File: config.mk
export PLATFORM = sky130hd
export DESIGN_NAME = packet_merger
export DESIGN_NICKNAME = d
export VERILOG_FILES = /design/src/design/auth_pkg.sv /design/src/design/packet_merger.sv
export SDC_FILE = /design/constraint.sdc
export NUM_CORES = 1
export LEC_CHECK = 0
export BUFFER_PORTS_ARGS = -buffer_cell sky130_fd_sc_hd__buf_4
export CORE_AREA = 8 8 499 501
export CTS_CLUSTER_DIAMETER = 150
export CTS_CLUSTER_SIZE = 40
export DETAILED_ROUTE_END_ITERATION = 7
export DIE_AREA = 0 0 507 509
export GPL_TIMING_DRIVEN = 1
export SLEW_MARGIN = 20
export SYNTH_ARGS = -nofsm -noshare
export SYNTH_HDL_FRONTEND = slang
export SYNTH_SLANG_ARGS = --single-unit
File: constraint.sdc
create_clock -name aclk -period 15.55 [get_ports aclk]
set_input_delay 2.3325 -clock aclk [delete_from_list [all_inputs] [get_ports aclk]]
set_output_delay 2.3325 -clock aclk [all_outputs]
set_load 0.01 [all_outputs]
File: src/design/auth_pkg.sv
package auth_pkg;

    localparam int WORD_BYTES = 64;
    localparam int BLOCK_BYTES = 16;
    localparam int BLOCKS_PER_WORD = WORD_BYTES / BLOCK_BYTES;
    localparam int KEY_IDX_W = 32;

    localparam int WORD_W = WORD_BYTES * 8;
    localparam int BLOCK_W = BLOCK_BYTES * 8;

    // one beat of the 512-bit message stream
    typedef struct packed {
        logic [WORD_W-1:0]     data;
        logic [WORD_BYTES-1:0] keep;
        logic                  last;
    } stream_word_t;

    // one 128-bit mixing block
    typedef struct packed {
        logic [BLOCK_W-1:0]     data;
        logic [BLOCK_BYTES-1:0] keep;
        logic                   last;
    } block_t;

    // header fields, cmd_id sits at bit 0
    typedef struct packed {
        logic [WORD_W-193:0] pad;
        logic [31:0]         data_len;
        logic [31:0]         tag;
        logic [31:0]         src;
        logic [31:0]         dst;
        logic [31:0]         cmd_len;
        logic [31:0]         cmd_id;
    } msg_header_t;

    typedef struct packed {
        logic [WORD_W-257:0]      pad;
        logic [BLOCK_W-1:0]       key;
        logic [127-KEY_IDX_W:0]   reserved;
        logic [KEY_IDX_W-1:0]     key_idx;
    } key_load_t;

    // the same input word seen as raw data, as a header or as a key record
    typedef union packed {
        logic [WORD_W-1:0] raw;
        msg_header_t       hdr;
        key_load_t         key_load;
    } in_word_u;

endpackage

File: src/design/packet_merger.sv
module packet_merger (
    input  logic                   aclk,
    input  logic                   aresetn,
    input  logic                   hdr_valid,
    output logic                   hdr_ready,
    input  auth_pkg::stream_word_t hdr_word,
    input  logic                   in_valid,
    output logic                   in_ready,
    input  auth_pkg::block_t       in_block,
    output logic                   out_valid,
    input  logic                   out_ready,
    output auth_pkg::stream_word_t out_word
);

    import auth_pkg::*;

    localparam logic ST_HDR  = 1'b0;
    localparam logic ST_DATA = 1'b1;

    localparam int SLOT_W = $clog2(BLOCKS_PER_WORD);
    localparam logic [SLOT_W-1:0] LAST_SLOT = SLOT_W'(BLOCKS_PER_WORD - 1);

    logic              state;
    logic [SLOT_W-1:0] slot;
    logic              can_fill;
    logic              out_fire;
    logic              hdr_fire;
    logic              in_fire;
    logic              word_done;
    stream_word_t      fill_word;

    assign out_fire = out_valid & out_ready;
    assign can_fill = !out_valid | out_ready;

    assign hdr_ready = (state == ST_HDR) & can_fill;
    // the last word of a message must leave before the next header is taken
    assign in_ready  = (state == ST_DATA) & (!out_valid | (out_ready & !out_word.last));

    assign hdr_fire  = hdr_valid & hdr_ready;
    assign in_fire   = in_valid & in_ready;
    assign word_done = (slot == LAST_SLOT) | in_block.last;

    // slot 0 starts a fresh word, later slots add to the one being built
    always_comb begin
        fill_word = (slot == '0) ? '0 : out_word;
        fill_word.data[slot*BLOCK_W +: BLOCK_W] = in_block.data;
        fill_word.keep[slot*BLOCK_BYTES +: BLOCK_BYTES] = in_block.keep;
        fill_word.last = in_block.last;
    end

    always_ff @(posedge aclk) begin
        if (!aresetn) begin
            state     <= ST_HDR;
            slot      <= '0;
            out_valid <= 1'b0;
        end else begin
            if (hdr_fire) begin
                out_valid <= 1'b1;
                state     <= ST_DATA;
                slot      <= '0;
            end else if (in_fire) begin
                out_valid <= word_done;
                slot      <= word_done ? '0 : slot + 1'b1;
            end else if (out_fire) begin
                out_valid <= 1'b0;
            end
            if (out_fire & out_word.last) begin
                state <= ST_HDR;
            end
        end
    end

    always_ff @(posedge aclk) begin
        if (hdr_fire) begin
            out_word.data <= hdr_word.data;
            out_word.keep <= hdr_word.keep;
            out_word.last <= 1'b0;
        end else if (in_fire) begin
            out_word <= fill_word;
        end
    end

endmodule

==> results.md, run 1 <==
- TritonCTS built the clock tree.
- The longest individual stage delay on the worst path is approximately 630 ps.
- The number of buffers inserted by post-CTS setup repair is 0.
- The final weighted congestion in routability-driven placement is 1.04.
- The number of antenna violations at the first check in global routing is between 100 and 150.
- The number of nets still failing antenna checks after routing is 0.
- After filler insertion, the fill cell instance count of the layout stands at between 20000 and 30000.
- The portion of the clock cycle consumed by the worst path in the final layout is a little under two fifths.
- The post-CTS resize count is 0.
- The number of clock buffers added by TritonCTS is 29.
- The proportion of power drawn by flip-flops and latches is a little under half.
- Walking the worst path, the cells encountered are buf_4 -> nor2b_1 -> nor2_1 -> buf_4.
- The core area is about 0.24 mm2.
- The maximum root-to-sink buffer count is 3.
- Counting instances in the post-synthesis netlist gives the leading cell types as a22o_1 (576), edfxtp_1 (576), buf_2 (90), clkbuf_1 (38).
- The detailed-route via count is a little over 20000.
- In this run the number of H-tree levels came out at 1.
- Summed over all layers, the routed wires come to 230 mm.
- Among all stages on the critical path, the largest delay is contributed by nor2b_1.
- Detailed placement finished with a half-perimeter wire length of about 200 mm.
- The power share of the combinational group is 25.0%.
- The worst setup path is launched from an input pin.
- The simple-gate share of the synthesized area is 0.395%.
- For the finished layout, the period the worst path requires is approximately 5700 ps.
- During synthesis, Yosys emitted a total of 0 warnings.
- Entering global routing, the biggest net connects between 150 and 200 pins.
- The min-delay analysis places its worst path in the category reg -> reg.
- edfxtp_1 takes more of the synthesized area than any other cell.
- Across the VDD grid, the largest voltage drop is approximately 0.11 mV.
- The number of setup violations in the final report is 0.
- The fraction of layout cells with a size suffix above 1 is between 50% and 60%.
- The total die area is approximately 0.26 mm2.
- The die is 507 um wide.
- The largest fanout on the critical path is 10.
- The cell at the root of the clock tree is clkbuf_16.
- The final number of max-transition violations was 0.
- The number of endpoints with negative hold slack in the final report is 0.
- The worst slew margin relative to its limit is approximately 6%.
- Yosys mapped a number of flops with a built-in enable equal to around 580.
- The number of design-rule violations left by the first detailed-router iteration is between 2000 and 2500.
- The top cell type by area accounts for between 70% and 80% of the synthesized area.
- Among the stages of the critical path, the cell type that occurs most often is buf_4.
- For the pin with the worst max-slew slack, the measured transition is 1410 ps.
- For this design the ratio of total power to cell area is 108 mW/mm2.
- The fraction of synthesized cell area in xor and xnor cells is 0%.
- The fraction of power spent switching nets is 34.1%.
- The count of different cell masters after synthesis is 26.
- After floorplanning, the core was divided into around 180 placement rows.
- The class of the most critical setup path is in -> out.
- The final setup skew is between 60 and 70 ps.
- The clock sink total is approximately 580.
- The proportion of power drawn by the clock network is about 27%.
- Setup repair after global routing left no endpoint under its margin.
- The mean post-synth cell area is about 18 um2.
- After clock tree synthesis, the clock-pin slew on the worst setup and hold paths is 150 ps.
- The wire length per cell after detailed routing is a little under 40 um.
- The number of placed instances, taps included, is around 5700.
- The part of the Yosys area used for sequential elements is 74.3%.
- The I/O pin total is about 1300.
- The later-pin clock latency in the skew report is approximately 750 ps.
- The total global-route track usage is roughly 17%.
- The net count reported at finish is between 3000 and 4000.
- The instance count of the mapped netlist is 1334.
- The total overflow left after global routing is 0.
- The cell area after synthesis is 0.0234 mm2.
- The number of maximum-capacitance constraint violations is 0.
- The flow ran to the end, and the final reports show no timing, DRC or antenna violations.
- For this run, the leading register cell type out of synthesis is edfxtp_1.
- Sorting the synthesized cells by area gives the leading types as edfxtp_1 (74%), a22o_1 (22%), buf_2 (1.9%).
- The synthesized netlist devotes between 20% and 30% of its cell area to compound gates.
- Hold repair after CTS inserted 0 buffers.
- After detailed routing, the number of remaining DRC violations is 0.
- Adding up every negative setup slack in the final design gives 0 ps.
- The arrival time of data at the critical path endpoint is around 3400 ps.
- The worst setup path is captured at an output port.
- Data on the critical path is required at its endpoint by approximately 13000 ps.
- The synthesized design contains roughly 580 register bits.
- Synthesis produced a netlist with a net count of slightly above 2000.
- The internal portion of the total power is about 2.7 mW.
- The vertical extent of the die is between 500 and 600 um.
- After Yosys synthesis, full adders, half adders and majority gates account for less than 1% of the synthesized area.
- The starting density of the core is about a tenth.
- Excluding fillers, the count of instances in the completed layout stands at roughly 5800.
- The main combinational cell family by area after synthesis is compound AO/OA/AOI/OAI gates.
- The detailed-route vias per instance is 3.57.
- In this run the static leakage power is ~15 nW.
- Port buffering added between 1000 and 1500 buffers.
- The first detailed-routing pass ran for 6 iterations.
- After synthesis, the share of cell area in mux cells is 0.0855%.
- Compared with the post-synthesis result, the final layout area differs by 63.4%.
- The first global-routing pass estimated ~280 mm of wire.
- After synthesis, the share of flip-flops with an asynchronous set or reset is 0%.
- For this design the total switching power over the nets is approximately 1.4 mW.
- The maximum clock frequency is 175 MHz.
- The via count of the first global-routing pass is 20700.
-- cell usage in the layout (no fill, tap or decap), types with 2 or more instances in the layout --
cell type,instances
nand2b_1,3
inv_1,4
nand3_1,2
nand2_1,2
nor2b_1,2
inv_6,3
clkbuf_16,29
dfxtp_1,5
o21ai_4,4
ha_1,6
mux2i_1,2
o211ai_1,2
edfxtp_1,576
a22o_1,576
inv_12,2
inv_16,3
buf_12,5
clkinv_4,2
a211oi_4,2
diode_2,24
nand3b_1,2
clkinv_16,11
a2111oi_4,2
o2111ai_1,2
buf_4,1329
nor2_1,5
-- final cells by class --
cell class	instances	area [um2]	area share [%]
Sequential cell	581	17400	45.4
Clock buffer	29	726	1.90
Inverter	4	15.0	0.0392
Timing Repair Buffer	1335	10100	26.4
Clock inverter	23	490	1.28
Tap cell	3202	4010	10.5
Multi-Input combinational cell	621	5490	14.3
Antenna cell	24	60.1	0.157
-- worst max-delay path, delay by kind of cell --
family                 cells  cell delay (ps)
and+or+nand+nor            2              720
buffers and inverters      2              310
-- metrics by stage --
| stage | power (mW) | instance area, um2 | hold WS (ps) | util [%] | setup slack (ps) |
|---|---|---|---|---|---|
| 2_1_floorplan | 2.34 | 23400 | 529 | - | 1820 |
| 3_3_place_gp | 3.07 | 37000 | 532 | 15.3 | 9660 |
| 3_5_place_dp | 3.08 | 37000 | 513 | 15.3 | 9570 |
| 4_1_cts | 4.21 | 38200 | 545 | 15.8 | 9870 |
| 5_1_grt | 4.28 | 38300 | 575 | 15.9 | 9790 |
| 6_report | 4.12 | 38300 | 553 | 15.9 | 9850 |
-- worst paths after layout --
check | from | endpoint | slack, ps | cells past startpoint
max | out_ready | hdr_ready | 9850 | 4
min | out_word[0] | out_word[0] | 550 | 2
max reg2reg | out_word[0] | out_word[262] | 11580 | 5
min reg2reg | out_word[0] | out_word[0] | 550 | 2
-- per-layer routing --
layer | GRT usage (%) | part of all wire [%] | vias to the layer above
met4 | 5.00 | 3.4 | 48
met3 | 11.5 | 16 | 336
met5 | 0 | 0.13 | -
li1 | - | - | 8180
met2 | 26.8 | 45 | 1605
met1 | 17.8 | 35 | 10600
-- cells by family (layout without fill, tap and decap cells) --
| family | Yosys count | in the layout |
|---|---|---|
| buffers and inverters | 132 | 1391 |
| flip-flops | 581 | 581 |
| multiplexers | 2 | 2 |
| AO/OA/AOI/OAI | 595 | 595 |
| AND/OR/NAND/NOR | 18 | 18 |
| other | 0 | 24 |
| adder cells (fa/ha/maj) | 6 | 6 |
-- registers in the layout (all words and copies together), names as in the netlist --
name       cells
out_word     577
slot           2
out_valid      1
state          1
-- power groups by stage --
stage / combinational (mW) / clock (mW) / sequential (mW)
finish: 1.03 / 1.11 / 1.98
global route: 1.10 / 1.19 / 1.99
CTS: 1.07 / 1.16 / 1.98
detailed placement: 1.06 / 0 / 2.01
global placement: 1.06 / 0 / 2.01
floorplan: 0.192 / 0 / 2.15
No activity file was read; power rests on OpenSTA's default activity.
==> run 2, diff against run 1 <==
==> constraint.sdc (replaced) <==
create_clock -name aclk -period 4.7 [get_ports aclk]
set_input_delay 0.705 -clock aclk [delete_from_list [all_inputs] [get_ports aclk]]
set_output_delay 0.705 -clock aclk [all_outputs]
set_load 0.01 [all_outputs]
==> run 2 against run 1 <==
  * Flip-flop and latch count unchanged
  * Global-route usage increased by 0.11 points
  * Non-clock buffer count increased by 4
  * Setup slack got worse by 8400 ps
  * Core utilization increased by 0.060 points
  * Clock skew decreased by 1.3 ps
  * Critical path depth increased by 2
  * Final cell count increased by 0.22%
  * Sequential power increased to 3.3 times the previous value
  * Wire length increased by 0.61%
==> results.md, run 2 (synthesis gave the netlist of run 1 again) <==
- The flip-flop count of the largest register, all copies and words added is 577.
- The largest single stage delay on the critical path is roughly 600 ps.
- Detailed routing inserted a total of approximately 21000 vias.
- The clock-pin slew reported for the worst setup and hold paths after clock tree synthesis is about 140 ps.
- The number of antenna violations at the first check in global routing was 142.
- The multi-input combinational cells in the finished layout cover a total of 0.00549 mm2.
- The proportion of power drawn by the clock network is 26.3%.
- For the worst setup path, the data required time is around 5300 ps.
- In this run the static leakage power is roughly 15 nW.
- The first-pass detailed-route iteration total is 6.
- Measured along the x axis, the die boundary spans roughly 510 um.
- The setup TNS after final layout is 0 ps.
- The library cell used most frequently in the layout, excluding fill and tap cells, is buf_4.
- The first routing iteration left approximately 2400 violations.
- The startpoint type of the worst setup path is a register.
- The number of buffers added on ports is ~1300.
- The first global-routing pass estimated roughly 280 mm of wire.
- The die is between 500 and 600 um tall.
- The count of nets left with antenna violations once routing finished came out at 0.
- The cell sitting at the root of the clock tree is a clkbuf_16.
- Entering global routing, the biggest net connects approximately 140 pins.
- In this run, post-CTS hold repair placed 0 buffers.
- The layer flagged by global routing as most heavily used is met2.
- The sum of net half-perimeters after detailed placement is just under 200 mm.
- The wire length per cell after detailed routing is 39.6 um.
- Dividing the final minimum period by the clock period gives 68.4%.
- The worst hold path class is in -> reg.
- Compared with the post-synthesis result, the final layout area differs by 64.1%.
- The post-CTS resize count is 0.
- Broken down by cell family, the worst path's largest delay share belongs to compound AO/OA/AOI/OAI gates.
- The transition time of the tightest slew-check pin is 1120 ps.
- The remaining global-route overflow is 0.
- Between clock sinks in the finished design, the worst skew comes to around 64 ps.
- The power share of the combinational group is between 20% and 30%.
- The tree built by TritonCTS fans out to 581 sinks.
- The analysis attributes to net switching a power of about 4.6 mW.
- The worst pin sits at a relative slew slack of 25.6%.
- The category of the worst setup path capture point is a register.
- out_word holds more flip-flops than any other register.
- Derived from the worst setup path, the maximum achievable clock frequency is a little over 300 MHz.
- The initial utilization of the core area, before any placement, comes to 9.70%.
- The critical-path cell with the highest stage delay is dfxtp_1.
- Summed over all layers, the routed wires come to about 230 mm.
- The post-route netlist has approximately 54% of its cells at a drive strength greater than 1.
- Clock tree synthesis inserted a total of 28 buffers.
- The net count reported at finish is between 3000 and 4000.
- The final number of max-transition violations is 0.
- The proportion of power drawn by flip-flops and latches is about half.
- The flow ran to the end, and the final reports show no timing, DRC or antenna violations.
- In the routed design, unresolved DRC markers number 0.
- Across the run, the number of max-cap violations was 0.
- The worst-case IR drop observed on VDD is around 0.36 mV.
- Setup repair after global routing left no endpoint under its margin.
- The met3 demand-to-capacity share in global routing is between 10% and 20%.
- The post-route total power is about 14 mW.
- In the global route stage, met2 resource usage came out at 26.4%.
- The maximum root-to-sink buffer count is 3.
- The final period demand of the worst path is 3220 ps.
- At the end of routability-driven placement, the weighted congestion stood at 1.08.
- The number of endpoints with negative hold slack in the final report is 0.
- The core region is around 0.24 mm2.
- The via count of the first global-routing pass is between 20000 and 25000.
- In this run the core area contains between 150 and 200 standard-cell rows.
- Power spread over the standard cell area amounts to roughly 350 mW/mm2.
- Global routing used 16.8% of the available tracks.
- The number of buffers inserted by post-CTS setup repair is 0.
- The number of buffer and inverter instances along the worst setup path is 2.
- Data arrives at the worst endpoint at about 3800 ps.
- The met1 track utilization from global routing is between 10% and 20%.
- The I/O pin total is 1307.
- The later-pin clock latency in the skew report is approximately 740 ps.
- The number of setup violations in the final report is 0.
- The detailed-route vias per instance is 3.60.
- The critical path goes through inv_1 -> ha_1 -> nand2b_1 -> a2111oi_4 -> buf_12 -> a22o_1.
- The top cell types in the final layout, fill and taps aside, are buf_4 (1318), a22o_1 (576), edfxtp_1 (576), clkbuf_16 (28), buf_12 (21).
- TritonCTS built the clock tree.
- CTS built an H-tree with a depth of 1.
- The total die area is roughly 0.26 mm2.
- The number of fillers in the final layout is ~27000.
- Net switching is roughly 34% of the power.
- The largest fanout on the critical path is 79.
- The class of the most critical setup path is reg -> reg.
- Registers take between 0.015 and 0.02 mm2.
- The largest registers in the layout are out_word x577, slot x2.
- Cell internal power was estimated by the tool at between 8 and 9 mW.
==> run 2: cell count changes in the layout (fill, tap and decap cells not counted), sizes merged <==
cell    previous run  this run
diode             24        36
buf             1335      1339
clkinv            14        13
inv               12        11
clkbuf            29        28
==> run 2: path summary, 6_finish.rpt <==
check                                  from       endpoint  cells past startpoint  slack (ps)
worst max-delay path                slot[0]  out_word[149]                      6        1480
worst min-delay path                aresetn      out_valid                      2         220
worst max register to register      slot[0]  out_word[149]                      6        1480
worst min register to register  out_word[0]    out_word[0]                      2         560
==> run 2: layout make-up <==
class / count / area share (%)
Sequential cell: 581 / 45.3
Timing Repair Buffer: 1339 / 26.8
Multi-Input combinational cell: 621 / 14.3
Tap cell: 3202 / 10.4
Clock buffer: 28 / 1.82
Clock inverter: 21 / 1.09
Antenna cell: 36 / 0.234
Inverter: 4 / 0.0391
==> run 2: worst register-to-register path: stages, from the launching register on <==
cell	delay, ps
dfxtp_1	600
inv_1	190
ha_1	390
nand2b_1	210
a2111oi_4	550
buf_12	370
a22o_1	750
==> run 2: power groups by stage <==
stage	clock, mW	combinational, mW	sequential [mW]
2_1_floorplan	0	0.638	6.96
3_3_place_gp	0	3.51	6.66
3_5_place_dp	0	3.52	6.67
4_1_cts	3.72	3.53	6.56
5_1_grt	3.80	3.63	6.60
6_report	3.55	3.43	6.55
==> run 2: per-layer routing <==
metal  share of wire (%)  wire length [um]
met5                0.21               483
met4                 4.0              9250
met3                  16             36200
met2                  45            103000
met1                  36             82300
==> run 2: stage by stage <==
step | worst slack (ps) | area, um2 | hold slack (ps) | cells | utilization, %
6_report | 1480 | 38400 | 224 | 5832 | 15.9
5_1_grt | 1330 | 38400 | 172 | 5817 | 15.9
4_1_cts | 1400 | 38300 | 130 | 5796 | 15.9
3_5_place_dp | 1450 | 37200 | 539 | 5747 | 15.4
3_3_place_gp | 1500 | 37200 | 552 | 5747 | 15.4
2_1_floorplan | -786 | 23400 | 529 | 1334 | -
